**src/rtl/sta_pkg.sv**
```systemverilog
`default_nettype none

package sta_pkg;

  // Array is fixed at 2x2 since the readout and pooling are built around one 2x2 window
  localparam int SA_N = 2;

  typedef logic signed [31:0] acc_t;    // Accumulator value
  typedef logic signed [7:0]  pix_t;    // int8 operand or pixel
  typedef logic        [7:0]  klen_t;   // Reduction steps per tile, never zero
  typedef logic signed [15:0] scale_t;  // Requantization multiplier
  typedef logic        [4:0]  shift_t;  // Arithmetic right shift amount

  // One int8 lane per array row (A) or array column (B)
  typedef pix_t [SA_N-1:0] vec_t;

  typedef enum logic [2:0] {
    IDLE,   // Waiting for tile_req
    FEED,   // Operands streaming in
    DRAIN,  // Last operands crossing the grid
    READ,   // Reader walking the accumulators
    FLUSH,  // Last beats leaving requantizer and pool
    DONE    // tile_ack high until tile_req drops
  } tile_state_t;

  // Corner cell sees its last operand 2*(SA_N-1) edges late, plus one for the operand register
  localparam klen_t DRAIN_CYCLES = klen_t'(2*(SA_N-1)+1);
  localparam klen_t FLUSH_CYCLES = klen_t'(2);  // Requantizer stage + pool stage

endpackage

`default_nettype wire

```
**src/rtl/pix_stream_if.sv**
```systemverilog
`timescale 1ns/10ps
`default_nettype none

// Valid-only beat with output-map coordinates, no ready path
interface pix_stream_if #(
  parameter int MAX_N = 512
  ,parameter type T   = logic
);

  localparam int CW = $clog2(MAX_N+1);  // Coordinate width

  logic          valid;  // Beat taken on every clock where high
  T              data;
  logic [CW-1:0] row;    // Output map row
  logic [CW-1:0] col;    // Output map column

  modport src (output valid, output data, output row, output col);
  modport snk (input  valid, input  data, input  row, input  col);

endinterface

`default_nettype wire

```
**src/rtl/systolic_array.sv**
```systemverilog
`timescale 1ns/10ps
`default_nettype none

module systolic_array (
  input  logic          clk
  ,input  logic          rst_n
  ,input  logic          clear   // Zero accumulators and valid pipeline
  ,input  logic          feed    // a_vec/b_vec consumed on this edge
  ,input  sta_pkg::vec_t a_vec   // Lane i enters row i
  ,input  sta_pkg::vec_t b_vec   // Lane j enters column j
  ,output sta_pkg::acc_t acc [sta_pkg::SA_N][sta_pkg::SA_N]
);

  import sta_pkg::*;

  // Operands after input skew, one per row (A) or column (B)
  pix_t a_edge [SA_N];
  pix_t b_edge [SA_N];
  logic v_edge [SA_N];   // Valid follows the A operand

  // Cell inputs, taken from the skew edge or the west/north neighbour
  pix_t a_in [SA_N][SA_N];
  pix_t b_in [SA_N][SA_N];
  logic v_in [SA_N][SA_N];

  // Cell operand and valid registers
  pix_t a_reg [SA_N][SA_N];
  pix_t b_reg [SA_N][SA_N];
  logic v_reg [SA_N][SA_N];

  for (genvar i = 0; i < SA_N; i++) begin : g_skew
    if (i == 0) begin : g_direct
      assign a_edge[i] = a_vec[i];  // Lane 0 needs no delay
      assign b_edge[i] = b_vec[i];
      assign v_edge[i] = feed;
    end else begin : g_delay
      pix_t a_dly [i];   // Lane i waits i cycles
      pix_t b_dly [i];
      logic v_dly [i];

      always_ff @(posedge clk) begin
        a_dly[0] <= a_vec[i];
        b_dly[0] <= b_vec[i];
        for (int k = 1; k < i; k++) begin
          a_dly[k] <= a_dly[k-1];
          b_dly[k] <= b_dly[k-1];
        end
      end

      always_ff @(posedge clk) begin
        if (!rst_n || clear) begin
          for (int k = 0; k < i; k++) v_dly[k] <= 1'b0;
        end else begin
          v_dly[0] <= feed;
          for (int k = 1; k < i; k++) v_dly[k] <= v_dly[k-1];
        end
      end

      assign a_edge[i] = a_dly[i-1];
      assign b_edge[i] = b_dly[i-1];
      assign v_edge[i] = v_dly[i-1];
    end
  end

  for (genvar i = 0; i < SA_N; i++) begin : g_row
    for (genvar j = 0; j < SA_N; j++) begin : g_col
      if (j == 0) begin : g_west
        assign a_in[i][j] = a_edge[i];
        assign v_in[i][j] = v_edge[i];
      end else begin : g_east
        assign a_in[i][j] = a_reg[i][j-1];  // A moves right
        assign v_in[i][j] = v_reg[i][j-1];
      end
      if (i == 0) begin : g_north
        assign b_in[i][j] = b_edge[j];
      end else begin : g_south
        assign b_in[i][j] = b_reg[i-1][j];  // B moves down
      end
    end
  end

  // Operands land in cell (i,j) i+j edges after the feed edge
  always_ff @(posedge clk) begin
    for (int i = 0; i < SA_N; i++) begin
      for (int j = 0; j < SA_N; j++) begin
        a_reg[i][j] <= a_in[i][j];
        b_reg[i][j] <= b_in[i][j];
        if (clear) begin
          acc[i][j] <= '0;
        end else if (v_reg[i][j]) begin
          acc[i][j] <= acc[i][j] + a_reg[i][j] * b_reg[i][j];  // Signed MAC at 32 bits
        end
      end
    end
  end

  always_ff @(posedge clk) begin
    for (int i = 0; i < SA_N; i++) begin
      for (int j = 0; j < SA_N; j++) begin
        if (!rst_n || clear) v_reg[i][j] <= 1'b0;
        else                 v_reg[i][j] <= v_in[i][j];
      end
    end
  end

endmodule

`default_nettype wire

```
**src/rtl/cycle_timer.sv**
```systemverilog
`timescale 1ns/10ps
`default_nettype none

module cycle_timer (
  input  logic           clk
  ,input  logic           rst_n
  ,input  logic           load     // Start a wait of count cycles
  ,input  sta_pkg::klen_t count    // Wait length, at least 1
  ,output logic           expired  // Last cycle of the wait and after
);

  import sta_pkg::*;

  klen_t remain;  // Cycles left after the current one

  always_ff @(posedge clk) begin
    if (!rst_n) begin
      remain <= '0;
    end else if (load) begin
      remain <= count - klen_t'(1);   // Load cycle counts as the first
    end else if (remain != '0) begin
      remain <= remain - klen_t'(1);
    end
  end

  assign expired = (remain == '0);  // Holds at zero until reloaded

endmodule

`default_nettype wire

```
**src/rtl/tile_fsm.sv**
```systemverilog
`timescale 1ns/10ps
`default_nettype none

module tile_fsm (
  input  logic           clk
  ,input  logic           rst_n
  ,input  logic           tile_req
  ,input  sta_pkg::klen_t k_len
  ,input  logic           timer_expired
  ,input  logic           read_done      // Last reader beat
  ,output logic           tile_ack
  ,output logic           idle
  ,output logic           feed_ready
  ,output logic           clear          // Accumulator clear on acceptance
  ,output logic           timer_load
  ,output sta_pkg::klen_t timer_count
  ,output logic           read_start
  ,output logic           capture        // Latch tile settings on acceptance
);

  import sta_pkg::*;

  tile_state_t state;
  tile_state_t state_nxt;
  logic        accept;   // Edge 0 of a tile

  always_ff @(posedge clk) begin
    if (!rst_n) state <= IDLE;
    else        state <= state_nxt;
  end

  assign accept = (state == IDLE) && tile_req;

  // Timer is reloaded on entry to FEED, DRAIN and FLUSH
  always_comb begin
    state_nxt   = state;
    timer_load  = 1'b0;
    timer_count = k_len;
    read_start  = 1'b0;
    case (state)
      IDLE: begin
        if (tile_req) begin
          state_nxt  = FEED;
          timer_load = 1'b1;  // k_len feed cycles
        end
      end
      FEED: begin
        if (timer_expired) begin
          state_nxt   = DRAIN;
          timer_load  = 1'b1;
          timer_count = DRAIN_CYCLES;
        end
      end
      DRAIN: begin
        if (timer_expired) begin
          state_nxt  = READ;
          read_start = 1'b1;  // All accumulators final from the next cycle
        end
      end
      READ: begin
        if (read_done) begin
          state_nxt   = FLUSH;
          timer_load  = 1'b1;
          timer_count = FLUSH_CYCLES;
        end
      end
      FLUSH: begin
        if (timer_expired) state_nxt = DONE;
      end
      DONE: begin
        if (!tile_req) state_nxt = IDLE;  // Four-phase return
      end
      default: state_nxt = IDLE;
    endcase
  end

  assign clear      = accept;
  assign capture    = accept;
  assign feed_ready = (state == FEED);
  assign tile_ack   = (state == DONE);
  assign idle       = (state == IDLE);

endmodule

`default_nettype wire

```
**src/rtl/result_reader.sv**
```systemverilog
`timescale 1ns/10ps
`default_nettype none

module result_reader #(
  parameter int MAX_N = 512
)(
  input  logic                       clk
  ,input  logic                       rst_n
  ,input  logic                       read_start
  ,input  sta_pkg::acc_t              acc [sta_pkg::SA_N][sta_pkg::SA_N]
  ,input  logic [$clog2(MAX_N+1)-1:0] pos_row   // Tile origin
  ,input  logic [$clog2(MAX_N+1)-1:0] pos_col
  ,output logic                       read_done // With the last beat
  ,pix_stream_if.src                  out       // int32 beats
);

  import sta_pkg::*;

  localparam int         CW   = $clog2(MAX_N+1);
  localparam logic [1:0] LAST = 2'(SA_N*SA_N-1);  // Index of cell (1,1)

  logic       active;  // Walk in progress past beat 0
  logic [1:0] idx;     // Next cell, row in bit 1
  logic       fire;    // Beat issued this edge
  logic [1:0] cur;     // Cell issued this edge

  assign fire = read_start || active;
  assign cur  = read_start ? 2'd0 : idx;  // Start always at (0,0)

  always_ff @(posedge clk) begin
    if (!rst_n) begin
      active    <= 1'b0;
      idx       <= '0;
      out.valid <= 1'b0;
      read_done <= 1'b0;
    end else begin
      out.valid <= fire;
      read_done <= fire && (cur == LAST);
      if (fire) begin
        idx    <= cur + 2'd1;
        active <= (cur != LAST);
      end
    end
  end

  // Row-major walk, coordinates offset from the tile origin
  always_ff @(posedge clk) begin
    if (fire) begin
      out.data <= acc[cur[1]][cur[0]];
      out.row  <= pos_row + CW'(cur[1]);
      out.col  <= pos_col + CW'(cur[0]);
    end
  end

endmodule

`default_nettype wire

```
**src/rtl/requantizer.sv**
```systemverilog
`timescale 1ns/10ps
`default_nettype none

module requantizer (
  input  logic            clk
  ,input  logic            rst_n
  ,input  sta_pkg::scale_t scale
  ,input  sta_pkg::shift_t shift
  ,pix_stream_if.snk       in    // int32 sums
  ,pix_stream_if.src       out   // int8 pixels
);

  import sta_pkg::*;

  localparam logic signed [47:0] PIX_MAX = 48'sd127;
  localparam logic signed [47:0] PIX_MIN = -48'sd128;

  logic signed [47:0] prod;     // 32x16 product never overflows
  logic signed [47:0] shifted;
  pix_t               sat;

  always_comb begin
    prod    = $signed(in.data) * scale;  // Both operands sign-extended to 48 bits
    shifted = prod >>> shift;            // Floor division by 2^shift
    if (shifted > PIX_MAX) begin
      sat = pix_t'(PIX_MAX);
    end else if (shifted < PIX_MIN) begin
      sat = pix_t'(PIX_MIN);
    end else begin
      sat = pix_t'(shifted[7:0]);
    end
  end

  always_ff @(posedge clk) begin
    if (!rst_n) out.valid <= 1'b0;
    else        out.valid <= in.valid;
  end

  always_ff @(posedge clk) begin
    if (in.valid) begin
      out.data <= sat;
      out.row  <= in.row;   // Coordinates ride along unchanged
      out.col  <= in.col;
    end
  end

endmodule

`default_nettype wire

```
**src/rtl/maxpool_unit.sv**
```systemverilog
`timescale 1ns/10ps
`default_nettype none

module maxpool_unit #(
  parameter int MAX_N = 512
)(
  input  logic                       clk
  ,input  logic                       rst_n
  ,input  logic                       bypass    // Pass all four pixels through
  ,pix_stream_if.snk                  in
  ,output logic                       out_valid
  ,output sta_pkg::pix_t              out_data
  ,output logic [$clog2(MAX_N+1)-1:0] out_row
  ,output logic [$clog2(MAX_N+1)-1:0] out_col
);

  import sta_pkg::*;

  localparam int         CW   = $clog2(MAX_N+1);
  localparam logic [1:0] LAST = 2'(SA_N*SA_N-1);  // Fourth beat of the window

  pix_t          run_max;   // Max so far in the window
  pix_t          cand;      // Max including the current beat
  logic [1:0]    cnt;       // Beats seen in the window
  logic [CW-1:0] base_row;  // First beat coordinates
  logic [CW-1:0] base_col;

  // First beat of a window restarts the max
  assign cand = ((cnt == '0) || (in.data > run_max)) ? in.data : run_max;

  always_ff @(posedge clk) begin
    if (!rst_n) begin
      out_valid <= 1'b0;
      cnt       <= '0;
    end else begin
      out_valid <= in.valid && (bypass || (cnt == LAST));
      if (in.valid && !bypass) begin
        cnt <= (cnt == LAST) ? 2'd0 : cnt + 2'd1;
      end
    end
  end

  always_ff @(posedge clk) begin
    if (in.valid) begin
      run_max <= cand;
      if (cnt == '0) begin
        base_row <= in.row;
        base_col <= in.col;
      end
      if (bypass) begin
        out_data <= in.data;
        out_row  <= in.row;
        out_col  <= in.col;
      end else if (cnt == LAST) begin
        out_data <= cand;
        out_row  <= base_row >> 1;  // Pooled map is half size
        out_col  <= base_col >> 1;
      end
    end
  end

endmodule

`default_nettype wire

```
**src/rtl/sta_top.sv**
```systemverilog
`timescale 1ns/10ps
`default_nettype none

module sta_top #(
  parameter int MAX_N = 512   // Largest output map coordinate
)(
  input  logic                       clk
  ,input  logic                       rst_n
  ,input  logic                       tile_req
  ,input  sta_pkg::klen_t             k_len        // Reduction steps
  ,input  logic [$clog2(MAX_N+1)-1:0] pos_row      // Tile origin in the output map
  ,input  logic [$clog2(MAX_N+1)-1:0] pos_col
  ,input  sta_pkg::scale_t            scale
  ,input  sta_pkg::shift_t            shift
  ,input  logic                       bypass_pool
  ,input  sta_pkg::vec_t              a_vec        // A column for this step
  ,input  sta_pkg::vec_t              b_vec        // B row for this step
  ,output logic                       tile_ack
  ,output logic                       idle
  ,output logic                       feed_ready
  ,output logic                       out_valid
  ,output sta_pkg::pix_t              out_data
  ,output logic [$clog2(MAX_N+1)-1:0] out_row
  ,output logic [$clog2(MAX_N+1)-1:0] out_col
);

  import sta_pkg::*;

  localparam int CW = $clog2(MAX_N+1);

  // Tile settings, held for the whole tile
  logic [CW-1:0] pos_row_q;
  logic [CW-1:0] pos_col_q;
  scale_t        scale_q;
  shift_t        shift_q;
  logic          bypass_q;

  logic  clear;
  logic  capture;
  logic  timer_load;
  logic  timer_expired;
  klen_t timer_count;
  logic  read_start;
  logic  read_done;
  acc_t  acc [SA_N][SA_N];

  pix_stream_if #(.MAX_N(MAX_N), .T(acc_t)) acc_stream ();  // Reader to requantizer
  pix_stream_if #(.MAX_N(MAX_N), .T(pix_t)) pix_stream ();  // Requantizer to pool

  always_ff @(posedge clk) begin
    if (capture) begin
      pos_row_q <= pos_row;
      pos_col_q <= pos_col;
      scale_q   <= scale;
      shift_q   <= shift;
      bypass_q  <= bypass_pool;
    end
  end

  tile_fsm u_fsm (
    .clk            (clk)
    ,.rst_n         (rst_n)
    ,.tile_req      (tile_req)
    ,.k_len         (k_len)          // Taken by the timer on edge 0
    ,.timer_expired (timer_expired)
    ,.read_done     (read_done)
    ,.tile_ack      (tile_ack)
    ,.idle          (idle)
    ,.feed_ready    (feed_ready)
    ,.clear         (clear)
    ,.timer_load    (timer_load)
    ,.timer_count   (timer_count)
    ,.read_start    (read_start)
    ,.capture       (capture)
  );

  cycle_timer u_timer (
    .clk      (clk)
    ,.rst_n   (rst_n)
    ,.load    (timer_load)
    ,.count   (timer_count)
    ,.expired (timer_expired)
  );

  systolic_array u_array (
    .clk    (clk)
    ,.rst_n (rst_n)
    ,.clear (clear)
    ,.feed  (feed_ready)
    ,.a_vec (a_vec)
    ,.b_vec (b_vec)
    ,.acc   (acc)
  );

  result_reader #(.MAX_N(MAX_N)) u_reader (
    .clk         (clk)
    ,.rst_n      (rst_n)
    ,.read_start (read_start)
    ,.acc        (acc)
    ,.pos_row    (pos_row_q)
    ,.pos_col    (pos_col_q)
    ,.read_done  (read_done)
    ,.out        (acc_stream.src)
  );

  requantizer u_requant (
    .clk    (clk)
    ,.rst_n (rst_n)
    ,.scale (scale_q)
    ,.shift (shift_q)
    ,.in    (acc_stream.snk)
    ,.out   (pix_stream.src)
  );

  maxpool_unit #(.MAX_N(MAX_N)) u_pool (
    .clk        (clk)
    ,.rst_n     (rst_n)
    ,.bypass    (bypass_q)
    ,.in        (pix_stream.snk)
    ,.out_valid (out_valid)
    ,.out_data  (out_data)
    ,.out_row   (out_row)
    ,.out_col   (out_col)
  );

endmodule

`default_nettype wire

```
**config.mk**
```make
export PLATFORM = sky130hd
export DESIGN_NAME = sta_top
export DESIGN_NICKNAME = d
export VERILOG_FILES = /design/src/rtl/sta_pkg.sv /design/src/rtl/pix_stream_if.sv /design/src/rtl/systolic_array.sv /design/src/rtl/cycle_timer.sv /design/src/rtl/tile_fsm.sv /design/src/rtl/result_reader.sv /design/src/rtl/requantizer.sv /design/src/rtl/maxpool_unit.sv /design/src/rtl/sta_top.sv
export SDC_FILE = /design/constraint.sdc
export NUM_CORES = 2
export LEC_CHECK = 0
export BUFFER_PORTS_ARGS = -buffer_cell sky130_fd_sc_hd__buf_4
export CORE_MARGIN = 2
export CORE_UTILIZATION = 35
export CTS_CLUSTER_DIAMETER = 50
export CTS_CLUSTER_SIZE = 16
export DETAILED_ROUTE_END_ITERATION = 7
export SLEW_MARGIN = 20
export SYNTH_ARGS = -nofsm -noshare
export SYNTH_HDL_FRONTEND = slang
export SYNTH_HIERARCHICAL = 1
export SYNTH_SLANG_ARGS = --single-unit
```
**constraint.sdc**
```tcl
create_clock -name clk -period 22.8 [get_ports clk]
set_clock_uncertainty 0.05 [all_clocks]
set_input_delay 2.28 -clock clk [delete_from_list [all_inputs] [get_ports clk]]
set_output_delay 2.28 -clock clk [all_outputs]
set_load 0.01 [all_outputs]
```
Yosys cells after proc, flatten, opt, wreduce, memory -nomap -nowiden. Memory sizes are Yosys's and may differ from the RTL's. Index checks and enable logic that the tools add are counted. Widths: inputs -> output; s select.

Logic and storage cells: 139. Output and inout port bits: 32. Latch bits: 0. Bits in writable memories: 85. Register bits after elaboration: 326. ROM bits: 0. Memories kept: 6.

Div/mod/pow operators: 0. Mux-type cells: 42. Bitwise gates (word level): 6. Magnitude comparators: 5. Shift-type cells: 1. Eq/ne operators: 14. Add/sub/neg operators: 10. $mul: 5. Reductions and logical operators: 20.

Memories: u_array.a_reg (depth 2, bits a word 16, read ports 2, clocked after memory_dff 0, wr ports 2, line systolic_array.sv:27) `pix_t a_reg [SA_N][SA_N];`; u_array.b_reg (depth 2, bits a word 16, read ports 2, clocked after memory_dff 0, wr ports 2, line systolic_array.sv:28) `pix_t b_reg [SA_N][SA_N];`; u_array.g_skew[1].g_delay.a_dly (depth 1, bits a word 8, read ports 1, clocked after memory_dff 0, wr ports 1, line systolic_array.sv:37) `pix_t a_dly [i];`; u_array.g_skew[1].g_delay.b_dly (depth 1, bits a word 8, read ports 1, clocked after memory_dff 0, wr ports 1, line systolic_array.sv:38) `pix_t b_dly [i];`; u_array.v_reg (depth 2, bits a word 2, read ports 2, clocked after memory_dff 0, wr ports 2, line systolic_array.sv:29) `logic v_reg [SA_N][SA_N];`; u_array.g_skew[1].g_delay.v_dly (depth 1, bits a word 1, read ports 1, clocked after memory_dff 0, wr ports 1, line systolic_array.sv:39) `logic v_dly [i];`.

Operators with widths (count): $mux 64 (3); $add 32x32->32 (4); $mux 32 (3); $mul 8x8->16 (4); $mux 8 (8); $gt 48x8->1 const B (1); $lt 48x8->1 const B (1); $mul 32x16->48 (1); $sshr 48x5->48 (1); $mux 10 (4); $add 10x1->10 (2); $mux 3 (6); $pmux 3 s6 (1); $pmux 8 s2 (1); $sub 8x1->8 const B (2); $mux 1 (13); $ne 2x2->1 const B (6); $gt 8x8->1 (1); $logic_not 8->1 (1); $reduce_bool 8->1 (1); $eq 3x2->1 const B (2); $eq 3x3->1 const B (2); $reduce_and 6->1 (1); $add 2x1->2 const B (2); other kinds (16) (32).

Longest topological paths before layout.
Depth in word-level cells: 11. Depth in mapped cells: 30.

Cells and area by module. The synthesis kept the hierarchy.

By module, submodules not included: systolic_array (area an instance 27617.7 µm², instances 1, cells each 2675); requantizer (area an instance 24039.3 µm², instances 1, cells each 2823); result_reader (area an instance 3190.6 µm², instances 1, cells each 298); maxpool_unit (area an instance 2441.1 µm², instances 1, cells each 138); sta_top (area an instance 1261.2 µm², instances 1, cells each 42); cycle_timer (area an instance 496.7 µm², instances 1, cells each 54); tile_fsm (area an instance 342.8 µm², instances 1, cells each 45).

Worst setup path before layout. No wires, ideal clock.

Path kind: register -> register. From: register u_reader.out.data[31]. To: register u_requant.out.data[0], data pin. Buffers on the path: 3. Data arrival time: 8.176 ns. Clock period less this slack: 8.509 ns. Cell stages (with the launch flop): 28. Path slack: 14.291 ns. Setup time: 0.284 ns. Path through: edfxtp_1 > clkbuf_1 > nand2_1 > inv_1 > fa_1 > fa_1 > fa_1 > fa_1 > fa_1 > inv_1 > fa_1 > inv_1 > ha_1 > buf_2 > and2_1 > nor2b_1 > a221oi_1 > o21ai_0 > or3_1 > and3_1 > clkbuf_1 > or2_1 > mux4_2 > mux4_2 > a21oi_2 > nand4_1 > o41ai_4 > a22oi_1.

Word-level cells in the longest chain between the ends: 4. Elaborated cells between the ends (all ways): 5. Those cells by class: 1 x mul; 2 x order compare; 1 x shift; 1 x mux.

Ends and longest elaborated chain: start, declared (line pix_stream_if.sv:17) `modport src (output valid, output data, output row, output col);`; start signal, assigned (line result_reader.sv:49) `out.data <= acc[cur[1]][cur[0]];`; $mul 32x16->48 (*) (line requantizer.sv:23) `prod = $signed(in.data) * scale;`; $sshr 48x5->48 (*) (line requantizer.sv:24) `shifted = prod >>> shift;`; $lt 48x8->1 (line requantizer.sv:27) `end else if (shifted < PIX_MIN) begin`; $mux 8 (line requantizer.sv:27); end signal, assigned (line requantizer.sv:41) `out.data <= sat;`; end, declared (line pix_stream_if.sv:17).

Mark *: on every way between the ends. The rest lies on a longest branch, timed or not. A chain may end at the register's enable or synchronous reset.

Worst setup path after layout.
From: register scale_q[1]. To: register u_requant.out.data[0], data pin.

Word-level cells in the longest chain between the ends: 4. Elaborated cells between the ends (all ways): 5. Those cells by class: 1 x mul; 2 x order compare; 1 x shift; 1 x mux.

Ends and longest elaborated chain: start, declared (line sta_top.sv:34) `scale_t scale_q;`; start signal, assigned (line sta_top.sv:54) `scale_q <= scale;`; $mul 32x16->48 (*) (line requantizer.sv:23); $sshr 48x5->48 (*) (line requantizer.sv:24); $lt 48x8->1 (line requantizer.sv:27); $mux 8 (line requantizer.sv:27).

Marked as above.

==> impl_metrics.json <==
{
  "largest-register": "u_array/acc",
  "yosys_most_used_dff": "dfxtp_1",
  "clock_sinks": 407,
  "hp-class": "register to register",
  "largest_reg_flops": 128,
  "synthToLayoutAreaGrowth_pct": 8.83,
  "core-area_um2": 169000,
  "maxSlewHeadroom_pct": 28.8,
  "clkTransAtPathRegs_ns": 0.06,
  "die_h_um": 416,
  "rsz0062_at_grt": "false",
  "vias": 43900,
  "hold_viol": 0,
  "die_x_um": 416,
  "crit_required_ns": 23.15,
  "wire_per_inst_um": 20.2,
  "place_congestion": 0.910,
  "clock_path_buffers": 3,
  "dp_hpwl_mm": 135,
  "ios": 117,
  "r2r_slack_ns": 12.21,
  "grt_pass1_wl_mm": 270,
  "whs_path_depth": 0,
  "yosysUniqueCellTypes": 123,
  "tns_ns": 0,
  "dr.pass1.iters": 6,
  "grt_pass1_vias": 46700,
  "n_fill_cell": 16900,
  "avgSynthCellArea_um2": 9.78,
  "met1_length_mm": 72.8,
  "hp-start": "u_array/g_skew[1].g_delay.b_dly[0][2]",
  "holdBufCountCts": 0,
  "final_common_cell": "fa_1",
  "pre_cts_ws_ns": 12.31,
  "startpoint_type": "register",
  "post_cts_buffers": 0,
  "first_iter_violations": 2911,
  "finalCritPeriodShare_pct": 46.4,
  "place_inst": 8197,
  "criticalPathCategory": "register to register",
  "clock-root-buffer": "clkbuf_16",
  "worstPathArrival_ns": 10.94,
  "numCtsBuffers": 69,
  "routed.top_layer": "met4",
  "drv_slew": 0,
  "reg2regPathDepth": 25,
  "r2r-end": "u_requant/out.data[0]",
  "status": "finished, final reports clean",
  "gr-total-overflow": 0,
  "antenna_found_initial": 1,
  "most-common-layout-cells": "fa_1 (1030), inv_1 (821), nand2_1 (709)",
  "vias_per_cell": 5.28,
  "wl_met2_mm": 81.3,
  "synth_seq_cells": 407,
  "num_rows": 151,
  "io_buffer_count": 116,
  "htreeDepth": 3,
  "cts_tree": "done",
  "instances_no_fill": 8326,
  "drc_errors": 0,
  "synthArstFlopShare_pct": 0,
  "dieArea_um2": 173000,
  "insertion_delay_ns": 0.71,
  "met3_length_mm": 7.95,
  "grt_max_degree": 67,
  "min_period_ns": 10.59,
  "wl_mm": 168,
  "synthesis.nets": 7600,
  "synth-seq-area-share_pct": 16.7,
  "drive_gt1_share_pct": 7.33,
  "hold_end": "u_array/b_reg[0][2]",
  "detail-route-antenna-nets": 0,
  "synth_edf_count": 176,
  "fmax_ghz": 0.0944,
  "crit_path_max_fanout": 32,
  "finalSetupViolCount": 0,
  "grt.total_usage_pct": 19.7,
  "fin_nets": 7577,
  "syn_area_um2": 59400,
  "layout_setup_ws_ns": 12.21,
  "end_kind": "register",
  "cts_resized": 0,
  "tightest_slew_ns": 1.06,
  "final_core_util_pct": 38.3,
  "maxCapViolCount": 0,
  "n_antenna_cell": 0,
  "r2r-start": "scale_q[1]",
  "syn_inst": 6075,
  "ys_warn_count": 6,
  "start_util_pct": 35.2
}
-- metrics by stage --
stage / hold WS [ns] / cell area (um2)
5_1_grt: 0.277 / 64600
4_1_cts: 0.273 / 64600
2_1_floorplan: 0.260 / 59400
3_5_place_dp: 0.262 / 62200
3_3_place_gp: 0.260 / 62200
6_report: 0.274 / 64600
-- cell usage after synthesis, types with 84 or more instances --
cell | number | area, um2
a21oi_1 | 186 | 931
and2_1 | 316 | 1980
clkbuf_1 | 180 | 676
dfxtp_1 | 231 | 4620
edfxtp_1 | 176 | 5290
fa_1 | 1030 | 20600
ha_1 | 410 | 5130
inv_1 | 821 | 3080
mux2i_1 | 98 | 981
nand2_1 | 709 | 2660
nor2_1 | 283 | 1060
nor2b_1 | 84 | 526
o21ai_0 | 137 | 686
xnor2_1 | 113 | 990
-- cell families after synthesis --
logic type,count (synthesis),synth area share (%)
adders and majority gates,1440,43.4
and+or+nand+nor,1851,15.4
AOI/OAI and AO/OA,971,11.8
DFF,407,16.7
muxes,167,3.29
buffers and inverters,1084,7.27
xor gates and xnor gates,155,2.29
-- how the worst max path moves through the flow --
stage,start,to,slack [ns],cells after the start
2_1_floorplan,u_reader/out.data[31],u_requant/out.data[0],14.29,27
3_3_place_gp,scale_q[1],u_requant/out.data[6],12.61,25
3_5_place_dp,scale_q[1],u_requant/out.data[1],12.31,25
4_1_cts,scale_q[1],u_requant/out.data[1],12.30,25
5_1_grt,scale_q[1],u_requant/out.data[0],11.54,25
6_report,scale_q[1],u_requant/out.data[0],12.21,25
-- critical path, stage by stage (launching register included) --
cell      delay (ns)
edfxtp_1        1.05
nand2_1         0.23
inv_1           0.19
fa_1            0.56
fa_1            0.97
fa_1            0.51
fa_1            0.47
fa_1            0.55
inv_1           0.06
fa_1            0.53
inv_1           0.04
ha_1            0.51
a21oi_1         0.36
o21ai_0         0.22
a221oi_1        0.39
o221ai_1        0.19
a311oi_1        0.38
a21o_1          0.47
inv_1           0.43
a221o_1         0.41
nor3_1          0.40
o2111a_1        0.25
nor4bb_1        0.26
nand4_1         0.21
o41ai_4         0.42
a22oi_1         0.15
-- metal layers --
layer  track usage (%)  up-vias
li1                  -    20200
met1              25.9    22200
met2              33.4     1246
met3              2.42      273
met4              6.98        0
met5                 0        -
-- layout make-up --
| cell class | count | area (um2) | share of cell area (%) |
|---|---|---|---|
| multi-input combinational | 4584 | 45200 | 69.9 |
| inverter | 826 | 3110 | 4.80 |
| timing repair buffer | 164 | 1250 | 1.93 |
| clock inverter | 49 | 627 | 0.970 |
| clock buffer | 78 | 1790 | 2.77 |
| sequential | 407 | 9920 | 15.3 |
| tap | 2218 | 2780 | 4.29 |
Power is left out: the tool's default activity adds up to more than one toggle a clock period on the data nets, which glitch-free logic cannot reach.
